[config.mk]
export PLATFORM = sky130hd
export DESIGN_NAME = rv_regfile
export DESIGN_NICKNAME = d
export VERILOG_FILES = /design/src/hw/rv_regfile.sv
export SDC_FILE = /design/constraint.sdc
export NUM_CORES = 2
export LEC_CHECK = 0
export BUFFER_PORTS_ARGS = -buffer_cell sky130_fd_sc_hd__buf_2
export CAP_MARGIN = 25
export CORE_MARGIN = 8
export CORE_UTILIZATION = 34
export DETAILED_ROUTE_END_ITERATION = 12
export SLEW_MARGIN = 40
export SYNTH_ARGS = -nofsm -noshare
export SYNTH_HDL_FRONTEND = slang
export SYNTH_SLANG_ARGS = --single-unit
export TNS_END_PERCENT = 10
[constraint.sdc]
create_clock -name clk -period 4 [get_ports clk]
set_input_delay 0.6 -clock clk [delete_from_list [all_inputs] [get_ports clk]]
set_output_delay 0.6 -clock clk [all_outputs]
set_load 0.05 [all_outputs]
[src/hw/rv_regfile.sv]
`default_nettype none
`timescale 1ns/1ps

module rv_regfile (
  input  logic        clk,
  input  logic        rst_n,
  input  logic [4:0]  raddr1,
  input  logic [4:0]  raddr2,
  output logic [31:0] rdata1,
  output logic [31:0] rdata2,
  input  logic [4:0]  waddr,
  input  logic [31:0] wdata,
  input  logic        wen
);

  logic [31:0] regs [1:31];   // No storage for x0

  always_ff @(posedge clk) begin
    if (!rst_n) begin
      for (int i = 1; i < 32; i++) begin
        regs[i] <= '0;
      end
    end else if (wen && waddr != 5'd0) begin
      regs[waddr] <= wdata;
    end
  end

  assign rdata1 = (raddr1 == 5'd0) ? 32'd0 : regs[raddr1];
  assign rdata2 = (raddr2 == 5'd0) ? 32'd0 : regs[raddr2];

endmodule

`default_nettype wire

Word level (Yosys, flattened, before mapping)
Memories as Yosys holds them, arrays and structs flattened.
Cells that the tools add are included.
W data, S select, Z words.
Cells by class
  multiplexer cells: 9
  $lt $le $gt $ge: 0
  shift-type cells: 0
  reduce and logical (&&, ||, !) cells: 5
  multiply operators: 0
  $add $sub $neg: 0
  divide/modulo/power cells: 0
  bitwise logic cells: 0
  equality and inequality tests: 0
Operators by type and width (number)
  $mux W32: 3
  $reduce_or A32 Y1: 1
  $logic_not A5 Y1: 2
  $mux W1: 5
  $mux W5: 1
  $reduce_bool A5 Y1: 1
  $logic_and A1 B1 Y1: 1
Word-level totals
  logic and storage cells: 15
  memories kept: 1
  latch bits: 0
  memory bits (read-only): 0
  input bits: 50
  memory bits (writable): 992
  register bits after elaboration: 0
  output and inout port bits: 64
Memory list
  regs: depth 31, bits a word 32, read ports 2, clocked after Yosys merged registers in 0, wr ports 31, RTL line 16  | logic [31:0] regs [1:31];

Depth between registers and ports, before layout
  word-level depth: 7
  mapped depth: 9
  gate-level depth less buffers: 4

Worst setup path before layout
Ideal clock, no wire load.
  path type: in2out
  start: input port raddr2[0]
  end: output port rdata2[30]
  buffers on the path: 3
  arrival time: 3.929 ns
  setup slack: -0.529 ns
  stages on the path: 6
  cells stage by stage: clkbuf_1 buf_6 buf_4 mux4_2 mux2i_1 a2111oi_0
On the way
  cells in the longest elaborated chain, start to end: 2
RTL lines
  from (decl): RTL line 8  | input logic [4:0] raddr2,
  $mem_v2 Z31 W32 / $logic_not A5 Y1 (equally long branches)
  $mux W32 (*): RTL line 29  | assign rdata2 = (raddr2 == 5'd0) ? 32'd0 : regs[raddr2];
  to (decl): RTL line 10  | output logic [31:0] rdata2,
Mark *: on every way between the ends. The rest lies on a longest branch, timed or not.

Worst setup path after layout
  start: input port raddr2[2]
  end: output port rdata2[28]
Same word-level chain as after synthesis.

==> metrics.txt <==
# TYPE chip_impl_metric gauge
chip_impl_info{name="netlist_top_cells_area",value="sky130_fd_sc_hd__edfxtp_1, sky130_fd_sc_hd__mux4_2, sky130_fd_sc_hd__and2_1, sky130_fd_sc_hd__mux2i_1, sky130_fd_sc_hd__clkbuf_1"} 1
chip_impl_metric{name="multi_input_combinational_cell_area",unit="µm²"} 22400
chip_impl_metric{name="critical_path_required",unit="ns"} 3.40
chip_impl_metric{name="cts_htree_levels",unit=""} 3
chip_impl_info{name="synth_common_cells",value="sky130_fd_sc_hd__edfxtp_1, sky130_fd_sc_hd__and2_1, sky130_fd_sc_hd__mux4_2"} 1
chip_impl_metric{name="final-seq-area",unit="µm²"} 30700
chip_impl_metric{name="avgRoutedWirePerCell",unit="µm"} 31.5
chip_impl_metric{name="final_critical_delay_including_setup_and_external_delays",unit="ns"} 3.96
chip_impl_metric{name="synth_seq_cells",unit=""} 1024
chip_impl_metric{name="largest_stage_delay_on_the_critical_path",unit="ns"} 0.73
chip_impl_info{name="critical_path.cell_chain",value="buf_6 -> buf_4 -> buf_4 -> mux4_2 -> a22o_1 -> a2111oi_1 -> nor3_1 -> buf_2"} 1
chip_impl_info{name="largest_registers",value="regs x1024"} 1
chip_impl_metric{name="postLayoutSetupSlackWorst",unit="ns"} 0.0436
chip_impl_info{name="critical_path.startpoint_type",value="primary input"} 1
chip_impl_info{name="setup.worst_path.end_class",value="output port"} 1
chip_impl_metric{name="power_density",unit="nW/µm²"} 421
chip_impl_info{name="min_path_type",value="primary input to flop"} 1
chip_impl_metric{name="die_footprint",unit="µm²"} 172000
chip_impl_metric{name="cts-hold-fix-buffers",unit=""} 0
chip_impl_metric{name="tritoncts_num_sinks",unit=""} 1024
chip_impl_metric{name="synth_seq_area_share",unit="%"} 56.7
chip_impl_metric{name="layout-drive-gt1-share",unit="%"} 29.7
chip_impl_metric{name="synth_top_area_share",unit="%"} 56.7
chip_impl_info{name="dominantRegCellSynth",value="sky130_fd_sc_hd__edfxtp_1"} 1
chip_impl_info{name="worst_path_dominant_cell_family",value="buffers and inverters"} 1
chip_impl_metric{name="io_pins",unit=""} 114
chip_impl_metric{name="ys_warn_count",unit=""} 0
chip_impl_metric{name="synth.distinct_cells",unit=""} 43
chip_impl_metric{name="nNetsFinal",unit=""} 3675
chip_impl_metric{name="min_period_over_period",unit="%"} 98.9
chip_impl_metric{name="initial_antenna_violation_count",unit=""} 17
chip_impl_info{name="synth_most_common_cell",value="sky130_fd_sc_hd__edfxtp_1"} 1
chip_impl_metric{name="final_gp_congestion",unit=""} 0.836
chip_impl_metric{name="clkTransAtPathRegs",unit="ns"} 0.06
chip_impl_metric{name="worst-endpoint-arrival",unit="ns"} 3.36
chip_impl_info{name="cpMaxStageDelayCell",value="sky130_fd_sc_hd__a2111oi_1"} 1
chip_impl_info{name="timing.critical_path.mode_cell",value="sky130_fd_sc_hd__buf_4"} 1
chip_impl_metric{name="pre_cts_ws",unit="ns"} -0.0619
chip_impl_metric{name="detail_route.first_pass.iterations",unit=""} 5
chip_impl_metric{name="die_h",unit="µm"} 415
chip_impl_metric{name="place.port_buffers",unit=""} 113
chip_impl_info{name="largest_register",value="regs"} 1
chip_impl_metric{name="syn_area_per_cell",unit="µm²"} 15.5
chip_impl_info{name="cts.root.buffer_cell",value="sky130_fd_sc_hd__clkbuf_16"} 1
chip_impl_metric{name="synth.area.mux_share",unit="%"} 23.0
chip_impl_info{name="synth_top_family_by_area",value="multiplexers"} 1
chip_impl_metric{name="global_route.overflow_total",unit=""} 0
chip_impl_metric{name="synth.cell_area",unit="µm²"} 54200
chip_impl_metric{name="vias",unit=""} 34000
chip_impl_metric{name="grt_first_pass_wirelength",unit="µm"} 256000
chip_impl_metric{name="post_cts.repair.setup_buffers",unit=""} 0
chip_impl_metric{name="grt_pass1_vias",unit=""} 34400
chip_impl_metric{name="number_of_clock_buffers_inserted_by_tritoncts",unit=""} 108
chip_impl_metric{name="finalPower",unit="mW"} 26.3
chip_impl_metric{name="synth_simple_gate_area_share",unit="%"} 13.0
chip_impl_metric{name="detail-route-antenna-nets",unit=""} 0
chip_impl_metric{name="synth_cells",unit=""} 3505
chip_impl_metric{name="synthToLayoutAreaGrowth",unit="%"} 15.3
chip_impl_metric{name="synth_compound_area_share",unit="%"} 3.94
chip_impl_metric{name="timing.slew.headroom",unit="%"} 43.3
chip_impl_metric{name="ys_async_sr_fraction",unit="%"} 0
chip_impl_metric{name="die_x",unit="µm"} 415
chip_impl_metric{name="peakVddDrop",unit="mV"} 0.392
chip_impl_metric{name="final_max_slew_viol_count",unit=""} 0
chip_impl_metric{name="cts_buffer_depth",unit=""} 3
chip_impl_info{name="grt_setup_unrepaired",value="false"} 1
chip_impl_metric{name="nFillCells",unit=""} 14300
chip_impl_info{name="critical_path_class",value="primary input to output port"} 1
chip_impl_metric{name="fp.coreArea",unit="µm²"} 158000
chip_impl_metric{name="detailed_router_s_first_iteration_violation_count",unit=""} 3887
chip_impl_metric{name="wirelength",unit="µm"} 182000
chip_impl_metric{name="synth_enable_flop_cells",unit=""} 1024
chip_impl_metric{name="hold_viol_final",unit=""} 0
chip_impl_metric{name="post_drt_via_cell_ratio",unit=""} 5.86
chip_impl_metric{name="tns",unit="ns"} 0
chip_impl_metric{name="drv.max_cap_violation_count",unit=""} 0
chip_impl_metric{name="critical_path_peak_fanout",unit=""} 19
chip_impl_info{name="synth.largest_area_cell",value="sky130_fd_sc_hd__edfxtp_1"} 1
chip_impl_metric{name="fmax",unit="MHz"} 253
chip_impl_metric{name="setup_viol",unit=""} 0
chip_impl_metric{name="core_rows",unit=""} 146
chip_impl_metric{name="grt_start_max_net_pins",unit=""} 51
chip_impl_metric{name="grtUsageTotal",unit="%"} 20.4
chip_impl_metric{name="synthAdderAreaFrac",unit="%"} 0
chip_impl_metric{name="synth-xor-area-share",unit="%"} 0
chip_impl_metric{name="power.static_leakage",unit="nW"} 21.4
chip_impl_metric{name="layout.core_utilization",unit="%"} 39.5
chip_impl_metric{name="slew_at_the_pin_closest_to_its_max_slew_limit",unit="ns"} 0.848
chip_impl_metric{name="drc",unit=""} 0
chip_impl_metric{name="floorplan.initialDensity",unit="%"} 34.2
chip_impl_metric{name="detailed_place_hpwl",unit="µm"} 114000
chip_impl_metric{name="largest_register_ff_count",unit=""} 1024
chip_impl_info{name="run_status",value="finished, final reports clean"} 1
chip_impl_info{name="clock_tree_from_tritoncts",value="done"} 1
chip_impl_metric{name="worst_hold_slack",unit="ns"} 0.396
chip_impl_metric{name="timing.critical_path.buf_inv",unit=""} 4
==> path summary, 6_finish.rpt <==
path / from / to / slack [ns] / depth (start not counted)
min: wdata[21] / regs[0][21] / 0.40 / 1
max: raddr2[2] / rdata2[28] / 0.04 / 8
==> placed cells by master (no fill, tap or decap), types with 30 or more instances in the layout <==
cell / n
sky130_fd_sc_hd__edfxtp_1: 1024
sky130_fd_sc_hd__and2_1: 994
sky130_fd_sc_hd__mux4_2: 472
sky130_fd_sc_hd__buf_4: 199
sky130_fd_sc_hd__mux2i_1: 150
sky130_fd_sc_hd__clkbuf_16: 110
sky130_fd_sc_hd__o22ai_1: 103
sky130_fd_sc_hd__buf_2: 96
sky130_fd_sc_hd__buf_12: 66
sky130_fd_sc_hd__nor3_1: 52
sky130_fd_sc_hd__a22o_1: 51
sky130_fd_sc_hd__a2111oi_1: 42
sky130_fd_sc_hd__conb_1: 32
sky130_fd_sc_hd__o21ai_4: 31
sky130_fd_sc_hd__mux2_2: 30
==> cell type report <==
type | instances | area share [%]
sequential | 1024 | 49.2
timing repair buffer | 368 | 5.42
antenna | 9 | 0.0360
inverter | 2 | 0.0120
tap | 2072 | 4.15
multi-input combinational | 2121 | 35.8
clock buffer | 133 | 4.54
clock inverter | 65 | 0.893
==> repair_timing <==
item                                    CTS  global route
resized for setup                         1             4
pin swaps                                 0             0
endpoints found under the setup margin    1             3
==> cell families after synthesis <==
kind of cell	count (synthesis)
flops	1024
compound gates	290
other cells	1
simple gates	1147
buf+inv	391
mux	652
==> per-layer routing <==
metal / GRT usage (%) / part of all wire, % / vias to the layer above
met1: 26.9 / 39 / 17800
met5: 0 / 0.018 / -
met2: 33.1 / 47 / 1900
li1: - / - / 13800
met3: 3.76 / 8.5 / 405
met4: 8.71 / 4.9 / 6
==> through the flow <==
| stage | std cells | cell area (µm²) |
|---|---|---|
| after floorplan | 3536 | 54300 |
| after global placement | 5585 | 59000 |
| after detailed placement | 5585 | 59000 |
| after CTS | 5783 | 62400 |
| after global routing | 5786 | 62500 |
| final | 5794 | 62500 |
==> power breakdown <==
part / internal [mW] / total, mW / switching (mW) / leakage (nW)
clock network: 5.59 / 9.92 / 4.32 / 1.66
logic: 1.49 / 3.67 / 2.18 / 9.96
registers: 12.4 / 12.7 / 0.320 / 9.75
(Power assumes the default switching activity.)
