`src/hw/rv_params.svh`:
```
`ifndef RV_PARAMS_SVH
`define RV_PARAMS_SVH

`define RV_RESET_PC      32'h0000_0000
`define RV_MEM_WORDS     1024
`define RV_TRACE_CREDITS 4

`define RV_CSR_MSTATUS   12'h300
`define RV_CSR_MTVEC     12'h305
`define RV_CSR_MEPC      12'h341
`define RV_CSR_MCAUSE    12'h342

`endif

```
`src/hw/rv_pkg.sv`:
```
`default_nettype none
`include "rv_params.svh"

package rv_pkg;

  localparam int unsigned RV_MEM_AW = $clog2(`RV_MEM_WORDS);

  typedef enum logic [5:0] {
    OP_ILLEGAL, OP_LUI, OP_AUIPC, OP_JAL, OP_JALR,
    OP_BEQ, OP_BNE, OP_BLT, OP_BGE, OP_BLTU, OP_BGEU,
    OP_LB, OP_LH, OP_LW, OP_LBU, OP_LHU,
    OP_SB, OP_SH, OP_SW,
    OP_ADDI, OP_SLTI, OP_SLTIU, OP_XORI, OP_ORI, OP_ANDI,
    OP_SLLI, OP_SRLI, OP_SRAI,
    OP_ADD, OP_SUB, OP_SLL, OP_SLT, OP_SLTU, OP_XOR,
    OP_SRL, OP_SRA, OP_OR, OP_AND,
    OP_CSRRW, OP_CSRRS, OP_ECALL, OP_MRET, OP_EBREAK
  } rv_op_e;

  typedef struct packed {
    rv_op_e      op;
    logic [4:0]  rd;
    logic [4:0]  rs1;
    logic [4:0]  rs2;
    logic [31:0] imm;
    logic [11:0] csr;
    logic        rd_wen;   // Already cleared for x0
    logic        is_load;
    logic        is_store;
  } rv_dec_t;

  typedef struct packed {
    logic                 valid;
    logic [RV_MEM_AW-1:0] addr;   // Word address
    logic [31:0]          data;
  } rv_load_t;

  typedef struct packed {
    logic [31:0] pc;
    logic [31:0] inst;
    logic        rd_wen;
    logic [4:0]  rd;
    logic [31:0] rd_wdata;
    logic        st_en;
    logic [31:0] st_addr;
    logic [31:0] st_wdata;   // Lane aligned
    logic [3:0]  st_mask;
    logic        trap;       // ECALL or MRET
  } rv_trace_t;

endpackage

`default_nettype wire

```
`src/hw/rv_trace_tx.sv`:
```
`default_nettype none
`timescale 1ns/1ps
`include "rv_params.svh"

module rv_trace_tx import rv_pkg::*; (
  input  logic      clk,
  input  logic      rst_n,
  input  logic      commit,
  input  rv_trace_t record,
  input  logic      credit_return,
  output logic      stall,
  output rv_trace_t trace,
  output logic      trace_valid
);

  localparam int unsigned CW = $clog2(`RV_TRACE_CREDITS + 1);

  logic [CW-1:0] credits;

  always_ff @(posedge clk) begin
    if (commit) begin
      trace <= record;
    end
  end

  // Credit is taken at commit so the record issued next cycle is covered
  always_ff @(posedge clk) begin
    if (!rst_n) begin
      trace_valid <= 1'b0;
      credits     <= CW'(`RV_TRACE_CREDITS);
    end else begin
      trace_valid <= commit;
      case ({commit, credit_return})
        2'b10:   credits <= credits - 1'b1;
        2'b01:   credits <= credits + 1'b1;
        default: ;   // Both or neither cancel out
      endcase
    end
  end

  assign stall = (credits == '0);

endmodule

`default_nettype wire

```
`config.mk`:
```
export PLATFORM = sky130hd
export DESIGN_NAME = rv_trace_tx
export DESIGN_NICKNAME = d
export VERILOG_FILES = /design/src/hw/rv_pkg.sv /design/src/hw/rv_trace_tx.sv
export VERILOG_INCLUDE_DIRS = /design/src /design/src/hw
export SDC_FILE = /design/constraint.sdc
export NUM_CORES = 1
export LEC_CHECK = 0
export BUFFER_PORTS_ARGS = -buffer_cell sky130_fd_sc_hd__buf_4
export CORE_AREA = 4 4 133 135
export CTS_CLUSTER_DIAMETER = 150
export CTS_CLUSTER_SIZE = 28
export DETAILED_ROUTE_END_ITERATION = 8
export DIE_AREA = 0 0 137 139
export PLACE_DENSITY_LB_ADDON = 0.25
export REMOVE_ABC_BUFFERS = 1
export SLEW_MARGIN = 5
export SYNTH_ARGS = -nofsm -noshare
export SYNTH_HDL_FRONTEND = slang
export SYNTH_SLANG_ARGS = --single-unit
```
`constraint.sdc`:
```
create_clock -name clk -period 1.95 [get_ports clk]
set_input_delay 0.39 -clock clk [delete_from_list [all_inputs] [get_ports clk]]
set_output_delay 0.39 -clock clk [all_outputs]
set_load 0.01 [all_outputs]
```
== Yosys cells after proc, flatten, opt, wreduce, memory -nomap -nowiden ==
Cells that the tools add are included.
Widths: inputs -> output; s select.

* Register bits: 176
* Bits in latches: 0
* RAM bits: 0
* Bits in read-only memories: 0
* Input bits: 176
* Output and inout port bits: 174
* Memories kept: 0

* $add $sub $neg: 2
* Multipliers: 0
* Divide/modulo/power cells: 0
* Order comparisons: 0
* Equal/unequal tests: 2
* Shift operators: 0
* Muxes and demuxes: 1
* Bitwise operators: 0
* Reduce and logical (&&, ||, !) cells: 2

{| class="wikitable"
|+ Operator list
! cell !! count
|-
| $pmux 3 s2 || 1
|-
| $add 3x1->3 const B || 1
|-
| $logic_not 3->1 || 1
|-
| $sub 3x1->3 const B || 1
|-
| $eq 2x1->1 const B || 1
|-
| $eq 2x2->1 const B || 1
|-
| $reduce_bool 2->1 || 1
|}

== Longest topological paths before layout ==
Gate-level depths: netlist (run 1).

* Word-level depth: 2
* Mapped depth: 7

== Least setup slack after synthesis (run 1) ==
OpenSTA, ideal clock, no wires.

* Kind: input to register
* Start: in commit
* End: reg credits[2]
* Library setup time: 62 ps
* Data arrival time: 1519 ps
* Data required time: 1888 ps
* Slack: 370 ps
* Stages: 7
* Path buffers: 0
* Path through: inv_1 -> ha_1 -> inv_1 -> fa_1 -> xor2_1 -> or3_1 -> nand3_1

* Word-level cells in the longest chain between the ends: 2

{| class="wikitable"
|+ Ends and longest elaborated chain
! element !! line !! RTL
|-
| start, declared || rv_trace_tx.sv:8 || <nowiki>input logic commit,</nowiki>
|-
| $eq 2x1->1 or $eq 2x2->1 (tied branches) || rv_trace_tx.sv:33 || <nowiki>case ({commit, credit_return})</nowiki>
|-
| $pmux 3 s2 or $reduce_bool 2->1 (tied branches) || n/a ||
|-
| end signal, assigned || rv_trace_tx.sv:30 || <nowiki>credits <= CW'(`RV_TRACE_CREDITS);</nowiki>
|-
| end signal, assigned || rv_trace_tx.sv:34 || <nowiki>2'b10: credits <= credits - 1'b1;</nowiki>
|-
| end signal, assigned || rv_trace_tx.sv:35 || <nowiki>2'b01: credits <= credits + 1'b1;</nowiki>
|-
| end, declared || rv_trace_tx.sv:18 || <nowiki>logic [CW-1:0] credits;</nowiki>
|}

Parallel ways exist; a longest one is shown, timed or not.
A chain may end at the register's enable or synchronous reset.

== Worst setup path in the final report (run 1) ==
* Start: reg credits[0]
* End: out stall

* Word-level cells in the longest chain between the ends: 1

{| class="wikitable"
|+ Ends and longest elaborated chain
! element !! line !! RTL
|-
| $logic_not 3->1 || rv_trace_tx.sv:41 || <nowiki>assign stall = (credits == '0);</nowiki>
|-
| end, declared || rv_trace_tx.sv:11 || <nowiki>output logic stall,</nowiki>
|}

No other way between the ends.

==> results.md, run 1 <==
* Crit share post-route at 77.9%
* Int Pwr at 0.00708 W
* Vias in the first global route at 3533
* Die height at 139 um
* Seq/Total Area, Yosys at 98.0%
* Final setup fails at 0
* Detailed Place HPWL at 10900 um
* Worst EP required at 1560 ps
* First-pass GRT wire length at 20200 um
* Reg area at 5250 um2
* Logic pwr share at 11.1%
* Slew @ Worst Pin at 918 ps
* Setup bufs post-CTS at 0
* CTS H-tree lvls at 4
* Leakage at 3.73 nW
* Die width at 137 um
* Rows at 47
* Placed Area at 8270 um2
* Outcome: finished, final reports clean
* Slew Limit Headroom at 38.8%
* Yosys top cell area share at 96.5%
* Cell area after layout at 8860 um2
* Fillers at 1389
* DR WL met3 at 1910 um
* Synthesized flop and latch total at 176
* RSZ-0062 raised after global routing: no
* Sw Ratio at 21.2%
* Root buffer cell: clkbuf_16
* Iteration-0 DRC Markers at 226
* Hold Buf Count CTS at 0
* Core Area at 16500 um2
* FMAX at 659 MHz
* Yosys cell types at 14
* Area grow syn2layout at 65.5%
* Antenna Cells at 0
* Port Buffer Count at 349
* Worst setup SP type: flop
* Mean Syn Cell Area at 28.2 um2
* Skew final at 6.40 ps
* GRT overflow at 0
* Fin util at 53.8%
* Pin count of the biggest net entering global routing at 174
* Num CTS Buffers at 17
* Switching power of the nets at 0.00190 W
* Share of cells above drive strength 1 at 66.5%
* Register share of total power at 51.0%
* Global placement routability congestion at 0.691
* Vias per cell at 4.17
* Gate Count Post-Synth at 190
* Drt wl/cell at 18.0 um
* Crit Path Class: reg2out
* WHS at 145 ps
* Gr usage total at 14.5%
* Multi-input gate area at 100 um2
* Die area at 19000 um2
* Ports at 350
* DR pass1 iterations at 4
* Clk pin slew, worst setup/hold paths at 70 ps
* Setup WS post-layout at 432 ps
* Worst hold path type: in2reg
* Max cap viols at 0
* Metal2 WL at 7640 um
* Max VDD drop at 0.000524 V
* Initial Utilization at 32.5%
* Placement Setup Slack at 147 ps
* Post-CTS Resized at 0
* Via count at 3295
* Highest Signal Layer: met5
* CTS max path bufs at 2
* Final Max Slew Viols at 0
* Post-route setup TNS at 0 ps
* Yosys top cell by area: edfxtp_1
* WL final at 14200 um
* Clock sink total at 176
* Power Density at 1010 nW/um2
* Critical Path Fanout Max at 3
* WL met1 at 4250 um
* Synth Cell Area at 5350 um2
* Nets at 737
* Antenna viol nets, final at 0
* Final number of hold-violating endpoints at 0
* CTS tree: built
* Crit end category: output pin
* Clock share of power at 37.9%
* Area contributors post-synth: edfxtp_1 96%, dfxtp_1 1.5%, fa_1 0.37%, and2_1 0.23%, ha_1 0.23%
* Arrival time worst endpoint at 1130 ps
* Post-route DRC at 0
* Initial antenna violation count at 2
* Period minus WS final at 1520 ps
* Worst-skew pair later-pin latency at 420 ps
* Yosys warns at 0
==> registers in the layout (all words and copies together), names as in the netlist <==
register,cells
credits,3
trace,172
trace_valid,1
==> Yosys cell counts <==
cell and number:
inv_1 2, o21ai_0 1, and2_1 2, nor3_1 1, ha_1 1, or3_1 1, fa_1 1, nand3_1 1
dfxtp_1 4, mux2i_1 1, nor2b_1 1, xor2_1 1, edfxtp_1 172, xnor2_1 1
==> stage by stage <==
stage / instances / power (W)
after floorplan: 190 / 0.00486
after CTS: 790 / 0.00912
after global routing: 790 / 0.00937
after detailed placement: 760 / 0.00568
final: 790 / 0.00898
after global placement: 760 / 0.00566
==> cell type report <==
type	count	share of cell area (%)
Sequential cell	176	59.2
Multi-Input combinational cell	12	1.13
Clock inverter	13	1.85
Clock buffer	17	4.80
Inverter	2	0.0847
Tap cell	220	3.11
Timing Repair Buffer	350	29.8
==> worst paths after layout <==
| kind | from | endpoint | slack (ps) | cells after the start |
|---|---|---|---|---|
| max | credits[0] | stall | 430 | 2 |
| min | record[84] | trace[84] | 140 | 1 |
| max reg2reg | credits[0] | credits[2] | 550 | 4 |
| min reg2reg | credits[2] | credits[2] | 540 | 2 |
==> power groups by stage <==
stage               Sequential (W)  Clock (W)  Combinational [W]
floorplan                  0.00482          0          0.0000384
global placement           0.00466          0           0.000998
detailed placement         0.00467          0            0.00101
CTS                        0.00459    0.00352            0.00101
global route               0.00461    0.00369            0.00106
finish                     0.00458    0.00340           0.000992
==> critical path, cell delays in order, from the launching register on <==
cell	delay, ps
dfxtp_1	350
nor3_1	210
buf_4	160
==> routing by layer <==
layer	global-route usage, %	vias up
li1	-	1505
met1	13.2	1546
met2	25.5	208
met3	8.27	32
met4	6.62	4
met5	0	-
==> placed cells by master, fill, tap and decap left out, types with 2 or more instances in the layout <==
| master | n |
|---|---|
| clkbuf_16 | 17 |
| and2_1 | 2 |
| dfxtp_1 | 4 |
| clkinvlp_4 | 4 |
| inv_1 | 2 |
| edfxtp_1 | 172 |
| buf_4 | 348 |
| bufinv_16 | 3 |
| inv_6 | 3 |
==> kinds of logic after synthesis <==
| family | share of synthesized area (%) |
|---|---|
| xor+xnor | 0.327 |
| simple gates | 0.654 |
| mux | 0.187 |
| flops | 98.0 |
| fa+ha+maj | 0.608 |
| compound gates | 0.0934 |
| buf+inv | 0.140 |
Note: power is estimated with default switching activity, not from simulation.
==> run 2: changes to the inputs <==
==> constraint.sdc (replaced) <==
create_clock -name clk -period 1.5 [get_ports clk]
set_input_delay 0.3 -clock clk [delete_from_list [all_inputs] [get_ports clk]]
set_output_delay 0.3 -clock clk [all_outputs]
set_load 0.01 [all_outputs]
==> run 2 against run 1 <==
  * Power increased by 29%
  * Count of clock-buffer cells in the layout rose by 1
  * Critical path type unchanged
  * Clock power increased by 27%
  * Sequential cell count unchanged
  * Sequential power is 30% higher
  * Final area up 0.34%
  * Via count grew 1.3%
  * Core utilization rose by 0.18 points
  * Largest power group unchanged
  * Final cell count grew 0.63%
==> results.md, run 2 (same netlist as run 1, synthesis figures left out) <==
* Outcome: finished, final reports clean
* Root buffer cell: clkbuf_16
* WL final at 14100 um
* Slew @ Worst Pin at 568 ps
* Biggest regs: trace: 172 flops, credits: 3 flops, trace_valid: 1 flops
* Grt met3 use at 7.18%
* Largest Register: trace
* Num CTS Buffers at 17
* Worst setup SP type: flop
* M1 GR Usage at 13.8%
* Power Density at 1300 nW/um2
* Clk pin slew, worst setup/hold paths at 70 ps
* Post-route setup TNS at 0 ps
* CTS H-tree lvls at 4
* Drt wl/cell at 17.7 um
* Gr usage total at 14.3%
* Period minus WS final at 1400 ps
* Grt met2 use at 24.8%
* Antenna Cells at 0
* Share of cells above drive strength 1 at 66.4%
* Area grow syn2layout at 66.1%
* Leakage at 3.75 nW
* Vias in the first global route at 3593
* Global placement routability congestion at 0.691
* Rows at 47
* Worst EP required at 1200 ps
* Detailed Place HPWL at 10900 um
* Initial antenna violation count at 1
* Setup bufs post-CTS at 0
* Layer with the highest usage: met2
* Crit end category: output pin
* Post-route DRC at 0
* First-pass GRT wire length at 20100 um
* Ports at 350
* Worst hold path type: in2reg
* Initial Utilization at 32.5%
* Skew final at 6.27 ps
* Clock sink total at 176
* Max cap viols at 0
* Die width at 137 um
* Iteration-0 DRC Markers at 105
* Post-CTS Resized at 0
* Cell area after layout at 8890 um2
* RSZ-0062 raised after global routing: no
* Final setup fails at 0
* Pin count of the biggest net entering global routing at 104
* Placed Area at 8310 um2
* Crit share post-route at 93.5%
* Final Max Slew Viols at 0
* Antenna viol nets, final at 0
* GRT overflow at 0
* Final number of hold-violating endpoints at 0
* Leading cell type in the layout, fill and taps excluded: buf_4
* DR pass1 iterations at 4
* CTS tree: built
* WHS at 49.1 ps
* CTS max path bufs at 2
* FMAX at 713 MHz
* Largest register FFs at 172
* Crit Path Class: reg2out
* Arrival time worst endpoint at 1100 ps
* Core Area at 16500 um2
* Slew Limit Headroom at 62.1%
* Hold Buf Count CTS at 0
* Die height at 139 um
* Vias per cell at 4.20
* Worst-skew pair later-pin latency at 420 ps
* Fin util at 54.0%
* Die area at 19000 um2
* Critical Path Fanout Max at 3
* Max VDD drop at 0.000667 V
* Port Buffer Count at 349
* Via count at 3338
* Most frequent cells in the layout: 350 x buf_4, 172 x edfxtp_1, 17 x clkbuf_16
* Nets at 740
[run 2: cell count changes in the layout (fill, tap and decap cells not counted)]
cell / before / now
clkinv_4: 1 / 4
clkinvlp_4: 4 / 2
clkbuf_1: 0 / 1
inv_8: 0 / 1
buf_12: 1 / 2
clkinv_1: 1 / 2
buf_4: 348 / 350
bufinv_16: 3 / 2
clkinv_2: 1 / 0
[run 2: metrics by stage]
step	power, W	setup WS, ps	cells
after floorplan	0.00631	9.76	190
after global placement	0.00736	-139	763
after detailed placement	0.00739	-159	763
after CTS	0.0117	72.5	795
after global routing	0.0121	17.4	795
final	0.0116	97.4	795
[run 2: report_power, final]
group,switching [W],internal [W],total (W)
sequential,0.000119,0.00584,0.00595
combinational,0.000541,0.000759,0.00130
clock,0.00185,0.00248,0.00433
[run 2: path summary, 6_finish.rpt]
check	slack [ps]	depth (start not counted)	from	end
setup / recovery	100	2	credits[0]	stall
hold / removal	50	1	record[112]	trace[112]
setup reg to reg	100	4	credits[0]	credits[2]
hold reg to reg	520	2	credits[2]	credits[2]
[run 2: routing by layer]
| layer | vias up | wire length, um |
|---|---|---|
| met3 | 34 | 1810 |
| li1 | 1512 | - |
| met5 | - | 7 |
| met4 | 2 | 476 |
| met2 | 217 | 7400 |
| met1 | 1573 | 4380 |
[run 2: layout make-up]
type | count | area [um2]
Tap cell | 220 | 275
Timing Repair Buffer | 353 | 2680
Clock buffer | 18 | 429
Clock inverter | 14 | 155
Multi-Input combinational cell | 12 | 100
Sequential cell | 176 | 5250
Inverter | 2 | 7.51
Fill cell | 1396 | 7570
[run 2: worst max-delay path, stage by stage, from the launching register on]
cell     delay (ps)
dfxtp_1         350
nor3_1          190
buf_4           150
