### config.mk
export PLATFORM = sky130hd
export DESIGN_NAME = rv_csr
export DESIGN_NICKNAME = d
export VERILOG_FILES = /design/src/hw/rv_pkg.sv /design/src/hw/rv_csr.sv
export VERILOG_INCLUDE_DIRS = /design/src /design/src/hw
export SDC_FILE = /design/constraint.sdc
export NUM_CORES = 1
export LEC_CHECK = 0
export ABC_AREA = 1
export ABC_CLOCK_PERIOD_IN_PS = 5480
export BUFFER_PORTS_ARGS = -buffer_cell sky130_fd_sc_hd__buf_2
export CORE_ASPECT_RATIO = 0.6
export CORE_MARGIN = 2
export CORE_UTILIZATION = 26
export CTS_BUF_LIST = sky130_fd_sc_hd__clkbuf_4 sky130_fd_sc_hd__clkbuf_8
export DETAILED_ROUTE_END_ITERATION = 16
export PLACE_DENSITY = 0.59
export SYNTH_ARGS = -nofsm -noshare
export SYNTH_HDL_FRONTEND = slang
export SYNTH_SLANG_ARGS = --single-unit
export TNS_END_PERCENT = 50
### constraint.sdc
create_clock -name clk -period 5.48 [get_ports clk]
set_clock_uncertainty 0.2 [all_clocks]
set_input_delay 0.822 -clock clk [delete_from_list [all_inputs] [get_ports clk]]
set_output_delay 0.822 -clock clk [all_outputs]
set_load 0.05 [all_outputs]
### src/hw/rv_params.svh
`ifndef RV_PARAMS_SVH
`define RV_PARAMS_SVH

`define RV_RESET_PC      32'h0000_0000
`define RV_MEM_WORDS     1024
`define RV_TRACE_CREDITS 4

`define RV_CSR_MSTATUS   12'h300
`define RV_CSR_MTVEC     12'h305
`define RV_CSR_MEPC      12'h341
`define RV_CSR_MCAUSE    12'h342

`endif

### src/hw/rv_pkg.sv
`default_nettype none
`include "rv_params.svh"

package rv_pkg;

  localparam int unsigned RV_MEM_AW = $clog2(`RV_MEM_WORDS);

  typedef enum logic [5:0] {
    OP_ILLEGAL, OP_LUI, OP_AUIPC, OP_JAL, OP_JALR,
    OP_BEQ, OP_BNE, OP_BLT, OP_BGE, OP_BLTU, OP_BGEU,
    OP_LB, OP_LH, OP_LW, OP_LBU, OP_LHU,
    OP_SB, OP_SH, OP_SW,
    OP_ADDI, OP_SLTI, OP_SLTIU, OP_XORI, OP_ORI, OP_ANDI,
    OP_SLLI, OP_SRLI, OP_SRAI,
    OP_ADD, OP_SUB, OP_SLL, OP_SLT, OP_SLTU, OP_XOR,
    OP_SRL, OP_SRA, OP_OR, OP_AND,
    OP_CSRRW, OP_CSRRS, OP_ECALL, OP_MRET, OP_EBREAK
  } rv_op_e;

  typedef struct packed {
    rv_op_e      op;
    logic [4:0]  rd;
    logic [4:0]  rs1;
    logic [4:0]  rs2;
    logic [31:0] imm;
    logic [11:0] csr;
    logic        rd_wen;   // Already cleared for x0
    logic        is_load;
    logic        is_store;
  } rv_dec_t;

  typedef struct packed {
    logic                 valid;
    logic [RV_MEM_AW-1:0] addr;   // Word address
    logic [31:0]          data;
  } rv_load_t;

  typedef struct packed {
    logic [31:0] pc;
    logic [31:0] inst;
    logic        rd_wen;
    logic [4:0]  rd;
    logic [31:0] rd_wdata;
    logic        st_en;
    logic [31:0] st_addr;
    logic [31:0] st_wdata;   // Lane aligned
    logic [3:0]  st_mask;
    logic        trap;       // ECALL or MRET
  } rv_trace_t;

endpackage

`default_nettype wire

### src/hw/rv_csr.sv
`default_nettype none
`timescale 1ns/1ps
`include "rv_params.svh"

module rv_csr import rv_pkg::*; (
  input  logic        clk,
  input  logic        rst_n,
  input  rv_dec_t     dec,
  input  logic [31:0] rs1_data,
  input  logic [31:0] pc,
  input  logic        commit,
  output logic [31:0] csr_rdata,
  output logic [31:0] mepc,
  output logic [31:0] mtvec
);

  logic [31:0] mstatus;
  logic [31:0] mcause;
  logic [31:0] wval;
  logic        is_csr;

  assign is_csr = (dec.op == OP_CSRRW) || (dec.op == OP_CSRRS);

  always_comb begin
    case (dec.csr)
      `RV_CSR_MSTATUS: csr_rdata = mstatus;
      `RV_CSR_MTVEC:   csr_rdata = mtvec;
      `RV_CSR_MEPC:    csr_rdata = mepc;
      `RV_CSR_MCAUSE:  csr_rdata = mcause;
      default:         csr_rdata = 32'd0;
    endcase
  end

  assign wval = (dec.op == OP_CSRRW) ? rs1_data : (csr_rdata | rs1_data);

  always_ff @(posedge clk) begin
    if (!rst_n) begin
      mstatus <= 32'h0000_1800;   // MPP = M
      mtvec   <= '0;
      mepc    <= '0;
      mcause  <= '0;
    end else if (commit) begin
      if (dec.op == OP_ECALL) begin
        mepc           <= pc;       // Handler advances it
        mcause         <= 32'd11;   // Environment call from M
        mstatus[7]     <= mstatus[3];
        mstatus[3]     <= 1'b0;
        mstatus[12:11] <= 2'b11;
      end else if (dec.op == OP_MRET) begin
        mstatus[3] <= mstatus[7];
        mstatus[7] <= 1'b1;
      end else if (is_csr) begin
        case (dec.csr)
          `RV_CSR_MSTATUS: mstatus <= wval;
          `RV_CSR_MTVEC:   mtvec   <= wval;
          `RV_CSR_MEPC:    mepc    <= wval;
          `RV_CSR_MCAUSE:  mcause  <= wval;
          default: ;
        endcase
      end
    end
  end

endmodule

`default_nettype wire

[Yosys cells after proc, flatten, opt, wreduce, memory -nomap -nowiden]
Cells that the tools add are included.
Word-level totals
  register bits after elaboration: 128
  bits in latches: 0
  bits in writable memories: 0
  memory bits (read-only): 0
  input bits: 135
  output and inout bits: 96
  word-level logic and storage cells: 49
  memories kept: 0
Operators by class
  $add $sub $neg: 0
  multiply operators: 0
  divide/modulo/power cells: 0
  magnitude comparators: 0
  eq/ne operators: 9
  shift-type cells: 0
  multiplexer cells: 18
  bitwise operators: 3
  reduce and logical (&&, ||, !) cells: 13
Operator list (number)
  32-bit two-way mux: 9
  32-bit case mux with 4 select lines: 1
  12-bit by 10-bit equality test with 1-bit output, second input constant: 4
  32-bit bitwise OR: 1
  13-bit two-way mux: 2
  6-bit equality test, second input constant: 4
  4-bit AND reduction: 3
  5-bit AND reduction: 2
  2-bit nonzero test: 4
  3-bit nonzero test: 2
  5-bit two-way mux: 1
  1-bit two-way mux: 4
  3-bit AND reduction: 1
  2-bit two-way mux: 1
  2-bit inequality test, second input constant: 1
  1-bit inverter: 2
  1-bit logical OR: 1

[Longest topological paths before layout]
Gate-level depths: netlist of the first run.
  depth in word-level cells: 8
  gate-level depth with buffers: 15
  gate-level depth less buffers: 14

[Worst setup path before layout of the first run]
OpenSTA, ideal clock, no wires.
  path kind: in2out
  start point: in dec[14] (netlist name)
  end point: out csr_rdata[0]
  arrival time: 2009 ps
  data required time: 4458 ps
  setup slack: 2449 ps
  cell stages on the path: 8
  path through: nor2_1 nand2_1 nor2_1 nand2_1 inv_2 buf_2 nand2_1 nand4_1
On the way
  longest elaborated chain between the ends: 2
  elaborated cells on any way between the ends: 5
Ends and longest elaborated chain
  from (decl): line rv_csr.sv:8  | input rv_dec_t dec,
  12-bit by 10-bit equality test with 1-bit output: line rv_csr.sv:25  | case (dec.csr)
  32-bit case mux with 4 select lines *: line rv_csr.sv:25
  to (decl): line rv_csr.sv:12  | output logic [31:0] csr_rdata,
Mark *: on every way between the ends. The rest lies on a longest branch, timed or not.

[Final worst setup path of the first run]
  start point: in dec[8] (netlist name)
  end point: out csr_rdata[11]
Same word-level chain as after synthesis.

==> run metrics, run 1 <==
status finished, final reports clean; Post-DRT Antenna Nets 0; # rows 44; CP endpoint kind output pin; syn_area_per_cell 6.57 um2; r2r setup slk 3950 ps; XOR/XNOR share of the synthesized area 0%; Max Root-Sink Buffers 2; P_leak 4.39 nW; worst setup path startpoint dec[8]; Setup CP Type in -> out; Ys Warns 0; simple-gate portion of the synthesized area 17.5%; Final Wtd Congestion 0.759; first-pass GRT wire length 35500 um; WHS 338 ps; Worst-path clk slew 70 ps; top cells by count, synth nand2_1 (196), inv_1 (173), a21oi_1 (152), o21ai_0 (143), dfxtp_1 (128); FF+latch count, synth 128; Vias/cell 4.60; delay-heaviest family, CP simple AND/OR/NAND/NOR gates; final setup vio count 0; Async SR Flop Fraction 0%; Distinct cells, synth 24; crit path max-delay cell type nand2_1; Die X 206 um; Post-Place Worst Slack 1380 ps; worst min-delay path class reg -> reg; drc violations 0; WL/cell 15.9 um; Seq. cell area 2560 um2; post-layout minimum cycle time 4000 ps; Yosys top cell area share 40.1%; Cell Area, Placed 7480 um2; die area 25900 um2; ys flop type dfxtp_1; mapped cell area 6390 um2; Resized Gates After CTS 0; Fillers 2685; total global routing overflow 0; reg2reg end mcause[12]$_SDFFE_PN0P_; hpwl dp 14800 um; Initial Util 26.4%; core area 24200 um2; layout cells sized above 1 23.2%; DP Cell Count 1424; Area contributors post-synth dfxtp_1 (40%), a21oi_1 (12%), nand2_1 (12%); vias in the first global route 6262; nets@finish 1256; initial antenna violation count 1; hold violation total from the final report 0; Post-CTS Setup Bufs 0; fraction of the cycle the final worst path needs 72.9%; Synth area leader dfxtp_1; RSZ-0062 raised after global routing no; post-synthesis cell count 972; Slew headroom 23.9%; CTS root buf clkbuf_8; Total GRT Usage 18.1%; Slowest Stage Delay on Critical Path 510 ps; Synth Area in Compound Gates 27.4%; CTS tree done; Diodes inserted 0; vias post-DR 6689; Synth Area in Adders 0%; Hold Buf Count CTS 0; footprint of the multi-input gates 2880 um2; pwr dens 237 nW/um2; largest net degree at the start of global routing 66; Max-cap violations 0; Buf+Inv Stages, Crit Path 3; router iterations before antenna repair 5; Worst path depth 9; reg-to-reg critical path startpoint mtvec[12]$_SDFFE_PN0P_; Worst Path Required 4460 ps; fmax 250 MHz; Routed WL 23100 um; Worst Path Max Fanout 17; arrival time at the worst endpoint 2970 ps; H-tree levels 4; Mapped Nets 1107; Final Instance Area 7870 um2; die height 125 um; Syn-to-layout area delta 23.2%; drt first-iter violations 400; Slew Limit Fails 0; number of synthesized flops with an enable pin 0; crit start category input port; fraction of synthesized area in multiplexers 0%; Seq/Total Area, Yosys 40.1%; Clock Latency Late Sink 450 ps; crit path to csr_rdata[11]; crit-path cells buf_2 -> nor2_1 -> nand2_1 -> nor2_2 -> nand2_1 -> buf_4 -> o21ai_0 -> or2_2 -> buf_2; TNS Setup 0 ps; total clock sinks 128; top-level I/O count 231; total CTS buffers 17; # port buffers 180; largest family of logic cells by synthesized area compound AO/OA/AOI/OAI gates; fin cells 1454; top-count cell post-synth nand2_1; r2r worst-path depth 6; maximum vdd drop 141 uV; post-route setup slack 1480 ps; measured slew at the worst slew-check pin 1140 ps
## per-layer routing
layer	track usage [%]	wire length [um]
met1	27.1	11700
met2	25.9	9400
met3	4.59	1900
met4	3.66	159
met5	0	0
## metrics by stage
stage	power, mW	utilization [%]
3_3_place_gp	1.05	31.0
6_report	1.87	32.6
4_1_cts	1.89	32.6
5_1_grt	1.94	32.6
2_1_floorplan	0.996	-
3_5_place_dp	1.05	31.0
## cells in the final DEF, fill, tap and decap left out, drive strengths merged
| cell | count |
|---|---|
| a21oi | 153 |
| o22ai | 26 |
| buf | 188 |
| nor3 | 2 |
| inv | 179 |
| nand4 | 5 |
| nand2 | 197 |
| nor2 | 21 |
| dfxtp | 128 |
| bufinv | 2 |
| nand3 | 9 |
| clkbuf | 24 |
| o21ai | 162 |
| clkinvlp | 1 |
| clkinv | 3 |
| or2 | 32 |
## cell type report
| class | count | area share [%] |
|---|---|---|
| multi-input combinational | 607 | 36.6 |
| sequential | 128 | 32.6 |
| timing repair buffer | 188 | 12.2 |
| inverter | 179 | 8.54 |
| tap | 322 | 5.12 |
| clock buffer | 24 | 3.88 |
| clock inverter | 6 | 1.05 |
## power breakdown
| part | internal [mW] | total (mW) | switching, mW |
|---|---|---|---|
| Clock | 0.454 | 0.842 | 0.388 |
| Sequential | 0.930 | 0.930 | 0.000369 |
| Combinational | 0.0343 | 0.0943 | 0.0599 |
| Total | 1.42 | 1.87 | 0.448 |
## worst min path at each step
stage | start | end | depth (start not counted)
floorplan | mstatus[11]$_SDFFE_PN1P_ | mstatus[11]$_SDFFE_PN1P_ | 4
global placement | mstatus[11]$_SDFFE_PN1P_ | mstatus[11]$_SDFFE_PN1P_ | 4
detailed placement | mstatus[12]$_SDFFE_PN1P_ | mstatus[12]$_SDFFE_PN1P_ | 4
CTS | mstatus[11]$_SDFFE_PN1P_ | mstatus[11]$_SDFFE_PN1P_ | 4
global route | mstatus[0]$_SDFFE_PN0P_ | mstatus[0]$_SDFFE_PN0P_ | 4
finish | mepc[13]$_SDFFE_PN0P_ | mepc[13]$_SDFFE_PN0P_ | 2
## registers in the layout, summed over array words and instances, names as in the netlist
signal   count
mtvec       32
mstatus     32
mepc        32
mcause      32
## logic make-up (layout without fill, tap and decap cells)
kind of cell | Yosys count | after routing
compound gates | 341 | 341
buf+inv | 237 | 397
flops | 128 | 128
simple gates | 266 | 266
## worst register-to-register path, stage by stage (launching register included)
cell	delay [ps]
dfxtp_1	330
inv_1	60
o21ai_0	330
o21ai_0	130
nand2_1	160
nand2_1	100
a21oi_1	150
No activity file was read; power rests on OpenSTA's default activity.
==> run 2: changes to the inputs <==
--- a/config.mk
+++ b/config.mk
@@ -6,8 +6,8 @@
 export SDC_FILE = /design/constraint.sdc
 export NUM_CORES = 1
 export LEC_CHECK = 0
-export ABC_AREA = 1
-export ABC_CLOCK_PERIOD_IN_PS = 5480
+export ABC_AREA = 0
+export ABC_CLOCK_PERIOD_IN_PS = 3700
 export BUFFER_PORTS_ARGS = -buffer_cell sky130_fd_sc_hd__buf_2
 export CORE_ASPECT_RATIO = 0.6
 export CORE_MARGIN = 2
==> constraint.sdc (replaced) <==
create_clock -name clk -period 3.7 [get_ports clk]
set_clock_uncertainty 0.2 [all_clocks]
set_input_delay 0.555 -clock clk [delete_from_list [all_inputs] [get_ports clk]]
set_output_delay 0.555 -clock clk [all_outputs]
set_load 0.05 [all_outputs]
==> run 2 against run 1 <==
Global-route usage rose by 1.9 points; clock-buffer cell count shrank 6; hold slack worse by 160 ps; critical path depth is 3 lower; via count is 6.9% higher; power increased by 63%; first-iteration DRC count increased by 60%; clock power grew 72%; largest cell class unchanged; worst setup slack worse by 1000 ps; critical path type unchanged; sequential share of layout area decreased by 1.7 points; utilization rose by 1.3 points.
==> run metrics, run 2 <==
Mapped Nets 935 (-16%); syn_area_per_cell 8.20 um2 (+25%); CTS root buf clkbuf_8; pwr dens 366 nW/um2 (+55%); Fillers 2581 (-3.9%); crit start category input port; vias post-DR 7151 (+6.9%); total global routing overflow 0 (unchanged); total clock sinks 128 (unchanged); arrival time at the worst endpoint 2460 ps (-510 ps); measured slew at the worst slew-check pin 1010 ps (-131 ps); DP Cell Count 1254 (-12%); Synth area leader dfxtp_1; Seq/Total Area, Yosys 39.1% (-1.0 points); CP endpoint kind output pin; nets@finish 1086 (-14%); P_leak 3.47 nW (-21%); worst setup path startpoint dec[8]; # rows 44 (unchanged); fraction of the cycle the final worst path needs 87.0%; maximum vdd drop 191 uV (+35%); Seq. cell area 2560 um2 (unchanged); core area 24500 um2 (+1.4%); Max Root-Sink Buffers 2 (unchanged); number of synthesized flops with an enable pin 0 (unchanged); Die X 209 um (+1.3%); Total GRT Usage 20.1% (+1.9 points); Setup CP Type in -> out; # port buffers 180 (unchanged); WL/cell 20.8 um (+31%); H-tree levels 4 (unchanged); Async SR Flop Fraction 0% (unchanged); top-level I/O count 231 (unchanged); Distinct cells, synth 58 (+140%); Worst Hold Launch pc[1]; Routed WL 26700 um (+15%); drt first-iter violations 639 (+60%); die area 26600 um2 (+2.6%); fmax 311 MHz; layout cells sized above 1 30.6% (+7.4 points); Worst Path Required 2940 ps (-1520 ps); Post-DRT Antenna Nets 0 (unchanged); reg-to-reg critical path startpoint mstatus[25]$_SDFFE_PN0P_; internal power 2.27 mW (+60%); TNS Setup 0 ps (unchanged); hpwl dp 18200 um (+23%); total CTS buffers 17 (unchanged); clock share of power 47.5% (+2.4 points); hold violation total from the final report 0 (unchanged); Reg power frac 45.4% (-4.4 points); Switching Fraction 25.3% (+1.3 points); final setup vio count 0 (unchanged); Post-CTS Setup Bufs 0 (unchanged); Initial Util 26.8% (+0.34 points); Area contributors post-synth dfxtp_1 (39%), o21ai_0 (6.9%), a21oi_1 (6.9%); top-count cell post-synth dfxtp_1; Worst Path Max Fanout 30 (+13); footprint of the multi-input gates 3650 um2 (+27%); mapped cell area 6560 um2 (+2.7%); Worst-path clk slew 90 ps (+20 ps); ys flop type dfxtp_1; Resized Gates After CTS 0 (unchanged); Final Wtd Congestion 0.854 (+12%); Vias/cell 5.56 (+21%); drc violations 0 (unchanged); most common cell after layout, fill and taps aside buf_2; Max-cap violations 0 (unchanged); top cells by count, synth dfxtp_1 (128), o21ai_0 (91), a21oi_1 (90), nand2_1 (67), clkbuf_1 (63); Net Switching 0.770 mW (+72%); RSZ-0062 raised after global routing no; first-pass GRT wire length 40900 um (+15%); WHS 182 ps (-156 ps); router iterations before antenna repair 5 (unchanged); post-synthesis cell count 800 (-18%); most frequent cells in the layout buf_2 (180), dfxtp_1 (128), o21ai_0 (91); largest net degree at the start of global routing 97 (+47%); Hold Buf Count CTS 0 (unchanged); combinational power share 7.1% (+2.0 points); die height 127 um (+1.3%); initial antenna violation count 2 (+1); fin cells 1286 (-12%); Yosys top cell area share 39.1% (-1.0 points); worst min-delay path class in -> reg; Slew headroom 32.9% (+9.0 points); vias in the first global route 6786 (+8.4%); status finished, final reports clean; post-layout minimum cycle time 3220 ps; Ys Warns 0 (unchanged); Slew Limit Fails 0 (unchanged); FF+latch count, synth 128 (unchanged); Syn-to-layout area delta 26.5%; Clock Latency Late Sink 460 ps (about the same); CTS tree done
-- run 2: cell types whose count changed after synthesis, sizes merged, moves of 29 or more --
cell,change
inv,-171
nand2,-130
o21ai,-70
a21oi,-63
clkbuf,+38
nor3,+34
a31oi,+33
or2,-32
a22o,+30
o221a,+29
o2bb2ai,+29
-- run 2: stage by stage --
stage | area, um2 | utilization [%] | power (mW) | setup slack (ps)
2_1_floorplan | 6560 | - | 1.52 | 556
4_1_cts | 8300 | 33.9 | 3.06 | 519
5_1_grt | 8300 | 33.9 | 3.15 | 428
6_report | 8300 | 33.9 | 3.04 | 482
3_3_place_gp | 7840 | 32.0 | 1.62 | 557
3_5_place_dp | 7840 | 32.0 | 1.62 | 528
-- run 2: layer usage --
| metal | global-route usage [%] | up-vias | wire length (um) |
|---|---|---|---|
| li1 | - | 3371 | - |
| met1 | 28.8 | 3381 | 12800 |
| met2 | 29.4 | 374 | 11000 |
| met3 | 6.17 | 23 | 2780 |
| met4 | 4.20 | 2 | 159 |
| met5 | 0 | - | 13 |
-- run 2: path summary, 6_finish.rpt --
check        slack (ps)  cells past startpoint                       to
max                 480                      6             csr_rdata[7]
min                 180                      3     mepc[1]$_SDFFE_PN0P_
max reg2reg        1800                      5   mtvec[25]$_SDFFE_PN0P_
min reg2reg         270                      1  mcause[16]$_SDFFE_PN0P_
-- run 2: power by group through the flow --
stage	combinational [mW]	sequential [mW]	clock, mW
after CTS	0.212	1.38	1.47
after detailed placement	0.211	1.41	0
final	0.215	1.38	1.45
after floorplan	0.0947	1.42	0
after global routing	0.230	1.38	1.54
after global placement	0.209	1.41	0
-- run 2: area by class of cell --
| type | instances | share of cell area, % |
|---|---|---|
| Multi-Input combinational cell | 579 | 44.0 |
| Sequential cell | 128 | 30.9 |
| Timing Repair Buffer | 217 | 14.3 |
| Tap cell | 322 | 4.85 |
| Clock buffer | 18 | 2.98 |
| Clock inverter | 13 | 2.56 |
| Inverter | 8 | 0.362 |
| Antenna cell | 1 | 0.0301 |
-- run 2: worst max-delay path, stage by stage --
cell and delay (ps):
buf_2 110, or4_4 620, nor4_4 300, buf_12 240, a221o_1 280, buf_2 310
-- run 2: logic make-up after synthesis --
| group | after synthesis | share of synthesized area (%) |
|---|---|---|
| buffers and inverters | 93 | 6.25 |
| flip-flops | 128 | 39.1 |
| AND/OR/NAND/NOR | 192 | 14.7 |
| AO/OA/AOI/OAI | 387 | 40.0 |
